--- config.mk ---
export PLATFORM = sky130hd
export DESIGN_NAME = mem_arbiter
export DESIGN_NICKNAME = d
export VERILOG_FILES = /design/src/common/arcade_pkg.sv /design/src/memory/mem_arbiter.sv
export SDC_FILE = /design/constraint.sdc
export NUM_CORES = 1
export LEC_CHECK = 0
export ABC_AREA = 1
export BUFFER_PORTS_ARGS = -buffer_cell sky130_fd_sc_hd__clkbuf_2
export CAP_MARGIN = 40
export CORE_MARGIN = 2
export CORE_UTILIZATION = 48
export CTS_CLUSTER_DIAMETER = 80
export DETAILED_ROUTE_END_ITERATION = 10
export PLACE_DENSITY_LB_ADDON = 0.08
export SYNTH_ARGS = -nofsm -noshare
export SYNTH_HDL_FRONTEND = slang
export SYNTH_SLANG_ARGS = --single-unit
--- constraint.sdc ---
create_clock -name clk_sys -period 2.25 [get_ports clk_sys]
set_input_delay 0.675 -clock clk_sys [delete_from_list [all_inputs] [get_ports clk_sys]]
set_output_delay 0.675 -clock clk_sys [all_outputs]
set_load 0.02 [all_outputs]
--- src/common/arcade_pkg.sv ---
// Shared types for the arcade board glue
// Player controls, memory requests, core inputs and game codes

package arcade_pkg;

	localparam int mem_addr_w = 17; // Word address width of game memory
	localparam logic [mem_addr_w-1:0] cmos_base = 17'h1CC00;

	// Selected game, from the menu
	typedef enum logic [6:0] {
		robotron  = 7'd0,
		joust     = 7'd1,
		splat     = 7'd2,
		bubbles   = 7'd3,
		stargate  = 7'd4,
		alienar   = 7'd5,
		sinistar  = 7'd6,
		playball  = 7'd7,
		lottofun  = 7'd8,
		speedball = 7'd9
	} game_e;

	// One player, active high
	typedef struct packed {
		logic right;
		logic left;
		logic down;
		logic up;
		logic fire_a;
		logic fire_b;
		logic fire_c;
		logic fire_d;
		logic fire_e;
		logic fire_f;
	} player_t;

	typedef struct packed {
		logic coin1;
		logic coin2;
		logic one_player;
		logic two_players;
	} cab_ctrl_t;

	typedef struct packed {
		logic signed [9:0] x;
		logic signed [9:0] y;
		logic [1:0]        btn;
	} mouse_pos_t;

	// Everything the game core samples
	typedef struct packed {
		logic [7:0] sw;
		logic [7:0] ja;
		logic [7:0] jb;
		logic [3:0] btn;
		logic [7:0] an0;
		logic [7:0] an1;
		logic [7:0] an2;
		logic [7:0] an3;
		logic       blitter_sc2;
		logic       sinistar;
		logic       speedball;
		logic       speech_en;
		logic [1:0] orientation; // Left/right, landscape/portrait
	} core_in_t;

	typedef struct packed {
		logic [mem_addr_w-1:0] addr;
		logic                  we;
		logic [1:0]            ds; // Upper, lower byte
		logic [15:0]           data;
	} mem_req_t;

endpackage
--- src/memory/mem_arbiter.sv ---
// Memory arbiter
// Loader and game port share one memory, loader wins a tie

module mem_arbiter (
	input  logic                 clk_sys,
	input  logic                 reset,
	input  arcade_pkg::mem_req_t ld_req,
	input  logic                 ld_req_valid,
	input  arcade_pkg::mem_req_t gp_req,
	input  logic                 gp_req_valid,
	input  logic [15:0]          mem_rdata,
	output arcade_pkg::mem_req_t mem_cmd,
	output logic                 mem_cmd_valid,
	output logic                 ld_ack,
	output logic                 gp_ack,
	output logic [15:0]          gp_rdata
);

	arcade_pkg::mem_req_t gp_slot;
	arcade_pkg::mem_req_t gp_cur;
	logic                 gp_pend;
	logic                 gp_has;
	logic                 issue_ld;
	logic                 issue_gp;

	// A fresh request goes straight through when nothing waits
	assign gp_cur = gp_pend ? gp_slot : gp_req;
	assign gp_has = gp_pend | gp_req_valid;

	// Loader never waits, so it needs no slot
	assign issue_ld = ld_req_valid;
	assign issue_gp = gp_has & ~ld_req_valid;

	assign mem_cmd = issue_ld ? ld_req : gp_cur;
	assign mem_cmd_valid = issue_ld | issue_gp;
	assign gp_rdata = mem_rdata; // Memory output is already registered

	always_ff @(posedge clk_sys) begin
		if (reset) begin
			gp_pend <= 1'b0;
			ld_ack <= 1'b0;
			gp_ack <= 1'b0;
		end else begin
			gp_pend <= gp_has & ~issue_gp;
			ld_ack <= issue_ld; // Owner of the access now in memory
			gp_ack <= issue_gp;
		end
	end

	always_ff @(posedge clk_sys) begin
		if (gp_req_valid)
			gp_slot <= gp_req;
	end

endmodule

==> qor_table.md, run 1 <==
| Result | This run | Unit |
|:---|:---|:---|
| Required time of the worst setup path | 1570 | ps |
| All-Layer GR Usage | 18.60 | % |
| Number of distinct library cells after synthesis | 15 | - |
| Port Buf Inserts | 114 | - |
| Max_cap viols | 0 | - |
| Critical Path Most Common Cell | sky130_fd_sc_hd__clkbuf_2 | - |
| RSZ-0062 raised after global routing | no | - |
| Power density of the placed cells | 564.7 | nW/um^2 |
| Die Area | 5862 | um^2 |
| Worst setup skew after layout | 0.01871 | ps |
| Worst min-delay path class | in -> reg | - |
| Post-Syn Area per Cell | 7.682 | um^2 |
| Detailed-router iteration count before antenna repair | 7 | - |
| Worst path top cell family by delay | buffers and inverters | - |
| TNS Setup | 0 | ps |
| CP Class | in -> out | - |
| Vertical die dimension | 76.57 | um |
| Via count | 2164 | - |
| Antenna violations before repair | 0 | - |
| F_max | 488.3 | MHz |
| Number of diodes | 0 | - |
| Total setup violations reported at the end of the flow | 0 | - |
| Buffer levels on the longest clock path | 2 | - |
| Power consumption | 0.001735 | W |
| Seq/Total Area, Yosys | 45.15 | % |
| Area share of xor/xnor cells in the synthesized design | 0 | % |
| Internal power of the cells | 0.001233 | W |
| Crit share post-route | 91.01 | % |
| Residual DRC | 0 | - |
| Post-Syn Area | 2527 | um^2 |
| Placed wire-length estimate after detailed placement | 3.791 | mm |
| Total nets after synthesis | 421 | - |
| CTS Buf Count | 5 | - |
| Antenna Nets Post-Route | 0 | - |
| Worst vdd ir | 0.0003192 | V |
| TritonCTS clock tree | built | - |
| Hold buffer count at CTS | 0 | - |
| Layout filler cell count | 497 | - |
| Sequential fraction of design power | 49.9 | % |
| Count of synthesis-stage warnings from yosys | 0 | - |
| Initial core utilization | 49.49 | % |
| Kind of launch point of the worst setup path | input port | - |
| Final Slew Violations | 0 | - |
| Critical Path, Cell by Cell | clkbuf_2, inv_2, buf_12, nand3_1, nand2_1, clkbuf_2 | - |
| Clock root buffer | sky130_fd_sc_hd__clkbuf_8 | - |
| Worst slew margin relative to its limit | 68.36 | % |
| Std cell rows | 26 | - |
| Leak Pwr | 1.824 | nW |
| GRT busiest layer | met2 | - |
| Clock latency of the later-clocked register in the worst-skew pair | 290 | ps |
| Worst EP arrival | 1370 | ps |
| P&R area growth vs syn | 21.58 | % |
| Worst hold slack after final layout | 572.4 | ps |
| Final net count | 518 | - |
| Total global routing overflow | 0 | - |
| Pin count of the biggest net entering global routing | 37 | - |
| Violation count after the first detailed-routing iteration | 134 | - |
| CTS H-Tree Depth | 2 | - |
| Final period demand of the worst path | 2048 | ps |
| Gate Count Post-Synth | 329 | - |
| Number of synthesized register bits | 39 | - |
| Detail-routed via count per cell | 4.354 | - |
| Main combinational cell family by area after synthesis | simple AND/OR/NAND/NOR gates | - |
| Buf+Inv Stages, Crit Path | 4 | - |
| Worst Path Max Fanout | 24 | - |
| Setup crit end kind | output port | - |
| Post-synthesis adder-cell area fraction | 0 | % |
| Combinational cell fraction of total power | 24.0 | % |
| Vias in the first global route | 2064 | - |
| Net switching power | 0.0005023 | W |
| Die Span X | 76.57 | um |
| Placer congestion estimate | 0.7286 | - |
| Crit path setup slack, layout | 202.3 | ps |
| Fraction of layout cells with a size suffix above 1 | 36.53 | % |
| Post-Layout Inst Area | 3073 | um^2 |
| GR Layer Usage met2 | 35.04 | % |
| Switching Share | 28.95 | % |
| Compound-cell area share of the yosys netlist | 0 | % |
| CORE AREA | 5107 | um^2 |
| Area after detailed placement | 2990 | um^2 |
| Sink count of the clock tree | 39 | - |
| Worst slack at placement | 201.1 | ps |
| Area fraction in and, or, nand and nor cells after synthesis | 33.02 | % |
| CP max stage cell | sky130_fd_sc_hd__buf_12 | - |
| Met1 Use GR | 19.83 | % |
| Ports placed on the boundary | 147 | - |
| Portion of netlist area occupied by mux cells | 0 | % |
| Met3 Usage GRT | 5.806 | % |
| Run status | complete, no violations | - |
| Fraction of power consumed by the clock network | 26.1 | % |
| Clock-pin slew of the registers on the worst-case setup and hold paths | 70 | ps |
| Wire length of the first global-routing pass | 8.804 | mm |
| Count of endpoints failing hold in the final timing report | 0 | - |
| Delay contributed by the slowest stage of the critical path | 170 | ps |
| Final routed wirelength across all metal layers | 5.251 | mm |
| Transition at the pin with the smallest max-transition slack | 474.6 | ps |
| Per-cell routed wire length | 10.57 | um |
[cells in the final DEF, fill, tap and decap left out, types with 2 or more instances in the layout]
cell type / count
sky130_fd_sc_hd__nand3_1: 26
sky130_fd_sc_hd__edfxtp_1: 36
sky130_fd_sc_hd__inv_1: 72
sky130_fd_sc_hd__nor3_1: 2
sky130_fd_sc_hd__nor2_1: 2
sky130_fd_sc_hd__dfxtp_1: 2
sky130_fd_sc_hd__nand2_1: 128
sky130_fd_sc_hd__nand2_2: 17
sky130_fd_sc_hd__clkbuf_1: 3
sky130_fd_sc_hd__buf_12: 2
sky130_fd_sc_hd__nand3_2: 10
sky130_fd_sc_hd__clkbuf_8: 5
sky130_fd_sc_hd__buf_4: 5
sky130_fd_sc_hd__clkbuf_2: 114
[area by class of cell]
| class | count | area, um^2 | area share, % |
|---|---|---|---|
| inverter | 74 | 280.3 | 9.121 |
| timing repair buffer | 121 | 648.1 | 21.09 |
| sequential | 39 | 1142 | 37.17 |
| clock buffer | 8 | 80.08 | 2.606 |
| tap | 70 | 87.58 | 2.850 |
| multi-input combinational | 185 | 834.6 | 27.16 |
[power by group through the flow]
| stage | combinational (W) | clock [W] | sequential (W) |
|---|---|---|---|
| floorplan | 0.000303 | 0 | 0.000881 |
| global placement | 0.000417 | 0 | 0.000880 |
| detailed placement | 0.000422 | 0 | 0.000882 |
| CTS | 0.000424 | 0.000466 | 0.000866 |
| global route | 0.000466 | 0.000492 | 0.000871 |
| finish | 0.000417 | 0.000452 | 0.000866 |
[Yosys cell counts, drive strengths merged]
| master | number | area [um^2] |
|---|---|---|
| buf | 31 | 274.0 |
| nor3 | 2 | 10.01 |
| nand3 | 36 | 230.2 |
| edfxtp | 36 | 1081 |
| inv | 74 | 277.8 |
| nor2 | 2 | 7.510 |
| nand2 | 145 | 586.8 |
| dfxtp | 3 | 60.06 |
[through the flow]
step,utilization [%],std cells
finish,60.17,497
global route,60.17,497
CTS,60.12,497
detailed placement,58.55,489
global placement,58.55,489
floorplan,-,329
[repair_timing]
| item | CTS | global route |
|---|---|---|
| endpoints found under the hold margin | 0 | 0 |
| endpoints found under the setup margin | 0 | 36 |
| gates resized for setup | 0 | 2 |
| buffers inserted | 0 | 0 |
[logic make-up (layout without fill, tap and decap cells)]
group         Yosys count  after routing
flops                  39             39
simple gates          185            185
buf+inv               105            203
[state kept, by name (all words and copies together), names as in the netlist]
register / count
gp_pend: 1
gp_ack: 1
ld_ack: 1
gp_slot: 36
[per-layer routing]
| metal | up-vias | routed length [um] |
|---|---|---|
| li1 | 1161 | - |
| met1 | 925 | 2205 |
| met2 | 71 | 2636 |
| met3 | 7 | 352 |
| met4 | 0 | 57 |
| met5 | - | 0 |
[worst paths after layout]
check / startpoint / end / slack (ps) / depth (start not counted)
setup / recovery: ld_req_valid / mem_cmd[14] / 200 / 6
hold / removal: gp_req[25] / gp_slot[25] / 570 / 1
setup reg to reg: gp_pend / gp_pend / 1240 / 3
hold reg to reg: gp_pend / gp_ack / 840 / 3
No activity file was read; power rests on OpenSTA's default activity.
==> inputs of run 2 (changes only) <==
- PLACE_DENSITY_LB_ADDON: 0.08 -> 0.15
==> qor_table.md, run 2 (synthesis gave the netlist of run 1 again) <==
| Result | This run | Unit | Change |
|:---|:---|:---|:---|
| Worst slew margin relative to its limit | 69.18 | % | was 68.36% |
| Cells on worst reg2reg path | 3 | - | unchanged |
| Pin count of the biggest net entering global routing | 37 | - | unchanged |
| All-Layer GR Usage | 17.55 | % | was 18.60% |
| Initial core utilization | 49.49 | % | unchanged |
| Met3 Usage GRT | 5.569 | % | was 5.806% |
| Power consumption | 0.001776 | W | was 0.001735 W |
| Run status | complete, no violations | - | unchanged |
| Hold Path Stages | 1 | - | unchanged |
| Vias in the first global route | 1971 | - | was 2064 |
| Dpl cells | 489 | - | unchanged |
| Final routed wirelength across all metal layers | 4.852 | mm | was 5.251 mm |
| Worst setup skew after layout | 0.1535 | ps | was 0.01871 ps |
| Clock-pin slew of the registers on the worst-case setup and hold paths | 70 | ps | about the same |
| GRT busiest layer | met2 | - | unchanged |
| Placed wire-length estimate after detailed placement | 3.624 | mm | was 3.791 mm |
| Delay contributed by the slowest stage of the critical path | 200 | ps | was 170 ps |
| Crit path setup slack, layout | 199.2 | ps | was 202.3 ps |
| Required time of the worst setup path | 1570 | ps | about the same |
| Worst Path Max Fanout | 16 | - | was 24 |
| CTS H-Tree Depth | 2 | - | unchanged |
| Worst EP arrival | 1380 | ps | was 1370 ps |
| Register with the highest flop count | gp_slot | - | unchanged |
| CP max stage cell | sky130_fd_sc_hd__buf_4 | - | was sky130_fd_sc_hd__buf_12 |
| Per-cell routed wire length | 9.763 | um | was 10.57 um |
| CTS Buf Count | 5 | - | unchanged |
| Total global routing overflow | 0 | - | unchanged |
| Final Slew Violations | 0 | - | unchanged |
| Std cell rows | 26 | - | unchanged |
| Clock root buffer | sky130_fd_sc_hd__clkbuf_8 | - | unchanged |
| Leak Pwr | 1.832 | nW | was 1.824 nW |
| Detailed-router iteration count before antenna repair | 4 | - | was 7 |
| Met1 Use GR | 21.32 | % | was 19.83% |
| CORE AREA | 5107 | um^2 | unchanged |
| Buf+Inv Stages, Crit Path | 4 | - | unchanged |
| Final period demand of the worst path | 2051 | ps | was 2048 ps |
| GR Layer Usage met2 | 30.00 | % | was 35.04% |
| Fraction of layout cells with a size suffix above 1 | 37.00 | % | was 36.53% |
| Count of endpoints failing hold in the final timing report | 0 | - | unchanged |
| Total setup violations reported at the end of the flow | 0 | - | unchanged |
| Die Area | 5862 | um^2 | unchanged |
| Buffer levels on the longest clock path | 2 | - | unchanged |
| Clock latency of the later-clocked register in the worst-skew pair | 280 | ps | was 290 ps |
| Vertical die dimension | 76.57 | um | unchanged |
| TritonCTS clock tree | built | - | unchanged |
| Setup crit end kind | output port | - | unchanged |
| Hold buffer count at CTS | 0 | - | unchanged |
| Number of diodes | 0 | - | unchanged |
| Path length in cells of the critical path | 6 | - | unchanged |
| Number of non-filler instances in the completed layout | 497 | - | unchanged |
| P&R area growth vs syn | 21.88 | % | was 21.58% |
| Port Buf Inserts | 114 | - | unchanged |
| Kind of launch point of the worst setup path | input port | - | unchanged |
| Placer congestion estimate | 0.7324 | - | was 0.7286 |
| Most frequent cells in the layout | sky130_fd_sc_hd__nand2_1 (128), sky130_fd_sc_hd__clkbuf_2 (114), sky130_fd_sc_hd__inv_1 (72), sky130_fd_sc_hd__edfxtp_1 (36), sky130_fd_sc_hd__nand3_1 (26) | - | unchanged |
| Crit share post-route | 91.15 | % | was 91.01% |
| Max_cap viols | 0 | - | unchanged |
| Power density of the placed cells | 576.5 | nW/um^2 | was 564.7 nW/um^2 |
| Via count | 2114 | - | was 2164 |
| F_max | 487.6 | MHz | was 488.3 MHz |
| Worst slack at placement | 189.9 | ps | was 201.1 ps |
| Wire length of the first global-routing pass | 8.342 | mm | was 8.804 mm |
| Most common cell after layout, fill and taps aside | sky130_fd_sc_hd__nand2_1 | - | unchanged |
| Critical Path, Cell by Cell | clkbuf_2, inv_2, buf_4, nand3_1, nand2_1, clkbuf_2 | - | was clkbuf_2, inv_2, buf_12, nand3_1, nand2_1, clkbuf_2 |
| Ports placed on the boundary | 147 | - | unchanged |
| TNS Setup | 0 | ps | unchanged |
| RSZ-0062 raised after global routing | no | - | unchanged |
| Critical Path Most Common Cell | sky130_fd_sc_hd__clkbuf_2 | - | unchanged |
| Violation count after the first detailed-routing iteration | 61 | - | was 134 |
| Transition at the pin with the smallest max-transition slack | 462.3 | ps | was 474.6 ps |
| Antenna Nets Post-Route | 0 | - | unchanged |
| Final net count | 518 | - | unchanged |
| Detail-routed via count per cell | 4.254 | - | was 4.354 |
| Worst path top cell family by delay | buffers and inverters | - | unchanged |
| CP Class | in -> out | - | unchanged |
| Flip-flop count of the largest register after layout | 36 | - | unchanged |
| Sink count of the clock tree | 39 | - | unchanged |
| Worst min-delay path class | in -> reg | - | unchanged |
| Residual DRC | 0 | - | unchanged |
| Worst vdd ir | 0.0004405 | V | was 0.0003192 V |
| Die Span X | 76.57 | um | unchanged |
| Antenna violations before repair | 0 | - | unchanged |
## run 2: cell count changes in the layout (fill, tap and decap cells not counted)
cell                       previous run  this run
sky130_fd_sc_hd__buf_12               2         1
sky130_fd_sc_hd__buf_4                5         6
sky130_fd_sc_hd__clkbuf_1             3         1
sky130_fd_sc_hd__clkbuf_8             5         7
## run 2: final cells by class
| cell class | instances | area, um^2 |
|---|---|---|
| fillers | 511 | 2027 |
| flip-flops and latches | 39 | 1142 |
| multi-input cells | 185 | 834.6 |
| repair buffers | 121 | 635.6 |
| inverters | 74 | 280.3 |
| clock buffers | 8 | 100.1 |
| well taps | 70 | 87.58 |
## run 2: repair_timing
| item | CTS | global route |
|---|---|---|
| setup buffers | 0 | 0 |
| endpoints found under the setup margin | 0 | 21 |
| resized for setup | 0 | 2 |
## run 2: report_power, final
| part | total, W | internal (W) | switching, W |
|---|---|---|---|
| registers | 0.000866 | 0.000852 | 0.0000136 |
| logic | 0.000410 | 0.000158 | 0.000252 |
| clock network | 0.000500 | 0.000280 | 0.000220 |
| total | 0.00178 | 0.00129 | 0.000486 |
## run 2: path summary, 6_finish.rpt
kind	slack, ps	to	startpoint
setup / recovery	200	mem_cmd[5]	ld_req_valid
hold / removal	580	gp_slot[23]	gp_req[23]
setup reg to reg	1280	gp_pend	gp_pend
hold reg to reg	870	gp_pend	gp_pend
## run 2: routing by layer
metal  part of all wire [%]  vias to the layer above
met4                   0.85                        0
li1                       -                     1158
met5                      0                        -
met2                     47                       69
met3                    7.1                        5
met1                     45                      882
## run 2: metrics by stage
| stage | hold WS [ps] | area, um^2 | util [%] |
|---|---|---|---|
| 6_report | 580.8 | 3080 | 60.31 |
| 3_3_place_gp | 850.3 | 2978 | 58.30 |
| 5_1_grt | 563.2 | 3080 | 60.31 |
| 4_1_cts | 569.7 | 3078 | 60.26 |
| 2_1_floorplan | 704.1 | 2527 | - |
| 3_5_place_dp | 851.6 | 2978 | 58.30 |
==> inputs of run 3 (changes only) <==
--- a/config.mk
+++ b/config.mk
@@ -7,3 +7,3 @@
 export LEC_CHECK = 0
-export ABC_AREA = 1
+export ABC_AREA = 0
 export BUFFER_PORTS_ARGS = -buffer_cell sky130_fd_sc_hd__clkbuf_2
@@ -11,3 +11,3 @@
 export CORE_MARGIN = 2
-export CORE_UTILIZATION = 48
+export CORE_UTILIZATION = 44
 export CTS_CLUSTER_DIAMETER = 80
--- a/constraint.sdc
+++ b/constraint.sdc
@@ -3,2 +3,2 @@
 set_output_delay 0.675 -clock clk_sys [all_outputs]
-set_load 0.02 [all_outputs]
+set_load 0.1 [all_outputs]
==> qor_table.md, run 3 <==
| Result | This run | Unit | Change |
|:---|:---|:---|:---|
| Run status | complete, no violations | - | unchanged |
| Prevailing post-synth register cell | sky130_fd_sc_hd__edfxtp_1 | - | unchanged |
| Via count | 1717 | - | was 2114 |
| Min-Delay Endpoint | gp_slot[9] | - | was gp_slot[23] |
| Hold Path Stages | 1 | - | unchanged |
| TritonCTS clock tree | built | - | unchanged |
| Fraction of layout cells with a size suffix above 1 | 60.28 | % | was 37.00% |
| Post-Syn Area | 2056 | um^2 | was 2527 um^2 |
| Kind of launch point of the worst setup path | register | - | was input port |
| Placed wire-length estimate after detailed placement | 4.186 | mm | was 3.624 mm |
| Final net count | 373 | - | was 518 |
| Leak Pwr | 1.489 | nW | was 1.832 nW |
| Flip-flop count of the largest register after layout | 36 | - | unchanged |
| Number of enable flip-flop cells after synthesis | 36 | - | unchanged |
| Die Area | 5235 | um^2 | was 5862 um^2 |
| Total setup violations reported at the end of the flow | 0 | - | unchanged |
| Area after detailed placement | 3551 | um^2 | was 2978 um^2 |
| CTS H-Tree Depth | 2 | - | unchanged |
| Clock root buffer | sky130_fd_sc_hd__clkbuf_8 | - | unchanged |
| Post-Layout Inst Area | 3674 | um^2 | was 3080 um^2 |
| Largest area contributor in the netlist | sky130_fd_sc_hd__edfxtp_1 | - | unchanged |
| Most frequent cells in the layout | sky130_fd_sc_hd__clkbuf_2 (76), sky130_fd_sc_hd__buf_12 (42), sky130_fd_sc_hd__nand2_1 (36), sky130_fd_sc_hd__edfxtp_1 (36) | - | was sky130_fd_sc_hd__nand2_1 (128), sky130_fd_sc_hd__clkbuf_2 (114), sky130_fd_sc_hd__inv_1 (72), sky130_fd_sc_hd__edfxtp_1 (36), sky130_fd_sc_hd__nand3_1 (26) |
| CORE AREA | 4414 | um^2 | was 5107 um^2 |
| Die Span X | 72.35 | um | was 76.57 um |
| Post_cts resized | 0 | - | unchanged |
| Std cell rows | 24 | - | was 26 |
| Port Buf Inserts | 114 | - | unchanged |
| Buffer levels on the longest clock path | 2 | - | unchanged |
| Vias in the first global route | 1832 | - | was 1971 |
| Worst setup skew after layout | 0.1024 | ps | was 0.1535 ps |
| Count of synthesis-stage warnings from yosys | 0 | - | unchanged |
| Critical R2R Capture | gp_pend | - | unchanged |
| Final Slew Violations | 0 | - | unchanged |
| Number of synthesized register bits | 39 | - | unchanged |
| Leading post-synthesis cells by cell area | sky130_fd_sc_hd__edfxtp_1 (53%), sky130_fd_sc_hd__mux2i_1 (18%), sky130_fd_sc_hd__o21ai_1 (8.8%) | - | was sky130_fd_sc_hd__edfxtp_1 (43%), sky130_fd_sc_hd__nand2_1 (19%), sky130_fd_sc_hd__inv_1 (11%) |
| Post-Syn Area per Cell | 11.42 | um^2 | was 7.682 um^2 |
| Power density of the placed cells | 677.9 | nW/um^2 | was 576.5 nW/um^2 |
| Total nets after synthesis | 272 | - | was 421 |
| Ports placed on the boundary | 147 | - | unchanged |
| Crit share post-route | 95.44 | % | was 91.15% |
| Worst slew margin relative to its limit | 63.56 | % | was 69.18% |
| Wire length of the first global-routing pass | 8.666 | mm | was 8.342 mm |
| Initial core utilization | 46.57 | % | was 49.49% |
| Register with the highest flop count | gp_slot | - | unchanged |
| Detail-routed via count per cell | 5.141 | - | was 4.254 |
| Setup crit end kind | output port | - | unchanged |
| Number of distinct library cells after synthesis | 15 | - | unchanged |
| Final routed wirelength across all metal layers | 5.258 | mm | was 4.852 mm |
| TNS Setup | 0 | ps | unchanged |
| Antenna Nets Post-Route | 0 | - | unchanged |
| Number of diodes | 0 | - | unchanged |
| Required time of the worst setup path | 1570 | ps | about the same |
| Max_cap viols | 0 | - | unchanged |
| Count of endpoints failing hold in the final timing report | 0 | - | unchanged |
| Worst hold slack after final layout | 580.2 | ps | was 580.8 ps |
| CP Class | reg -> out | - | was in -> out |
| P&R area growth vs syn | 78.70 | % | was 21.88% |
| Sink count of the clock tree | 39 | - | unchanged |
| Share of the synthesized area in the top cell type | 52.59 | % | was 42.77% |
| F_max | 465.7 | MHz | was 487.6 MHz |
| Antenna violations before repair | 0 | - | unchanged |
| Min-delay src | gp_req[9] | - | was gp_req[23] |
| Clock latency of the later-clocked register in the worst-skew pair | 280 | ps | about the same |
| Delay contributed by the slowest stage of the critical path | 360 | ps | was 200 ps |
| Final period demand of the worst path | 2147 | ps | was 2051 ps |
| Placer congestion estimate | 0.7358 | - | was 0.7324 |
| Clock-pin slew of the registers on the worst-case setup and hold paths | 80 | ps | was 70 ps |
| Cells on worst reg2reg path | 3 | - | unchanged |
| Proportion of register bits with asynchronous set or reset after synthesis | 0 | % | unchanged |
| Buffer count from post-CTS setup fixing | 0 | - | unchanged |
| R2r setup slk | 1330 | ps | was 1280 ps |
| Gate Count Post-Synth | 180 | - | was 329 |
| Critical register-to-register path startpoint | gp_pend | - | unchanged |
| Total global routing overflow | 0 | - | unchanged |
| Seq/Total Area, Yosys | 55.51 | % | was 45.15% |
| Hold buffer count at CTS | 0 | - | unchanged |
| Most instantiated cells after synthesis | sky130_fd_sc_hd__edfxtp_1 (36), sky130_fd_sc_hd__mux2i_1 (36), sky130_fd_sc_hd__nand2_1 (36), sky130_fd_sc_hd__o21ai_1 (36), sky130_fd_sc_hd__buf_4 (17) | - | was sky130_fd_sc_hd__nand2_1 (128), sky130_fd_sc_hd__inv_1 (72), sky130_fd_sc_hd__edfxtp_1 (36), sky130_fd_sc_hd__nand3_1 (26), sky130_fd_sc_hd__buf_4 (21) |
| All-Layer GR Usage | 21.22 | % | was 17.55% |
| Detailed-router iteration count before antenna repair | 4 | - | unchanged |
| Worst vdd ir | 0.0005351 | V | was 0.0004405 V |
| Area used by multi-input combinational logic | 1104 | um^2 | was 834.6 um^2 |
| Worst Path Max Fanout | 16 | - | unchanged |
| Layout filler cell count | 239 | - | was 511 |
| Worst EP arrival | 1470 | ps | was 1380 ps |
| Worst min-delay path class | in -> reg | - | unchanged |
| Most common cell after layout, fill and taps aside | sky130_fd_sc_hd__clkbuf_2 | - | was sky130_fd_sc_hd__nand2_1 |
| Violation count after the first detailed-routing iteration | 49 | - | was 61 |
| Residual DRC | 0 | - | unchanged |
| Transition at the pin with the smallest max-transition slack | 549.0 | ps | was 462.3 ps |
| RSZ-0062 raised after global routing | no | - | unchanged |
| CTS Buf Count | 5 | - | unchanged |
| Register Area | 1142 | um^2 | unchanged |
| Critical Path, Cell by Cell | buf_6, mux2i_1, o21ai_4, buf_12 | - | was clkbuf_2, inv_2, buf_4, nand3_1, nand2_1, clkbuf_2 |
| CP max stage cell | sky130_fd_sc_hd__dfxtp_2 | - | was sky130_fd_sc_hd__buf_4 |
| Pin count of the biggest net entering global routing | 38 | - | was 37 |
| Per-cell routed wire length | 15.74 | um | was 9.763 um |
| Vertical die dimension | 72.35 | um | was 76.57 um |
## run 3: area by class of cell
| cell class | count | area share, % |
|---|---|---|
| clock inverters | 3 | 1.056 |
| flip-flops and latches | 39 | 31.10 |
| repair buffers | 122 | 34.16 |
| multi-input cells | 113 | 30.04 |
| well taps | 52 | 1.771 |
| clock buffers | 5 | 1.873 |
## run 3: report_power, final
group	internal, W	leakage, nW	switching, W	total (W)
sequential	0.000852	0.378	0.0000162	0.000868
combinational	0.000383	1.06	0.000677	0.00106
clock	0.000325	0.0556	0.000237	0.000561
## run 3: worst max path at each step
stage               slack, ps       endpoint  cells after the start    startpoint
floorplan                 -90     mem_cmd[0]                      2  ld_req_valid
global placement          110  mem_cmd_valid                      3  ld_req_valid
CTS                        10    mem_cmd[10]                      4       gp_pend
finish                    100     mem_cmd[8]                      4       gp_pend
detailed placement        100    mem_cmd[31]                      5  ld_req_valid
global route               50    mem_cmd[21]                      4       gp_pend
## run 3: metrics by stage
stage	cells	power, W	utilization, %	setup WS, ps
floorplan	180	0.001684	-	-93.90
global placement	326	0.001931	80.44	107.8
detailed placement	326	0.001947	80.44	95.20
CTS	334	0.002507	82.88	12.90
global route	334	0.002574	83.22	47.33
finish	334	0.002490	83.22	102.7
## run 3: routing by layer
metal	global-route usage [%]	up-vias	wire length, um
met5	0	-	0
met4	7.757	0	123
met3	7.500	20	485
met2	36.29	73	2692
met1	24.50	783	1957
li1	-	841	-
## run 3: kinds of logic (layout without fill, tap and decap cells)
kind of cell	after synthesis	count (layout)	synth area share [%]
mux	36	36	17.53
buf+inv	28	130	9.981
simple gates	41	41	8.217
flops	39	39	55.51
compound gates	36	36	8.764
## run 3: critical path, delay by kind of cell, from the launching register on
family,cells,cell delay [ps]
multiplexers,1,340
buffers and inverters,2,400
AO/OA/AOI/OAI,1,90
flip-flops,1,360
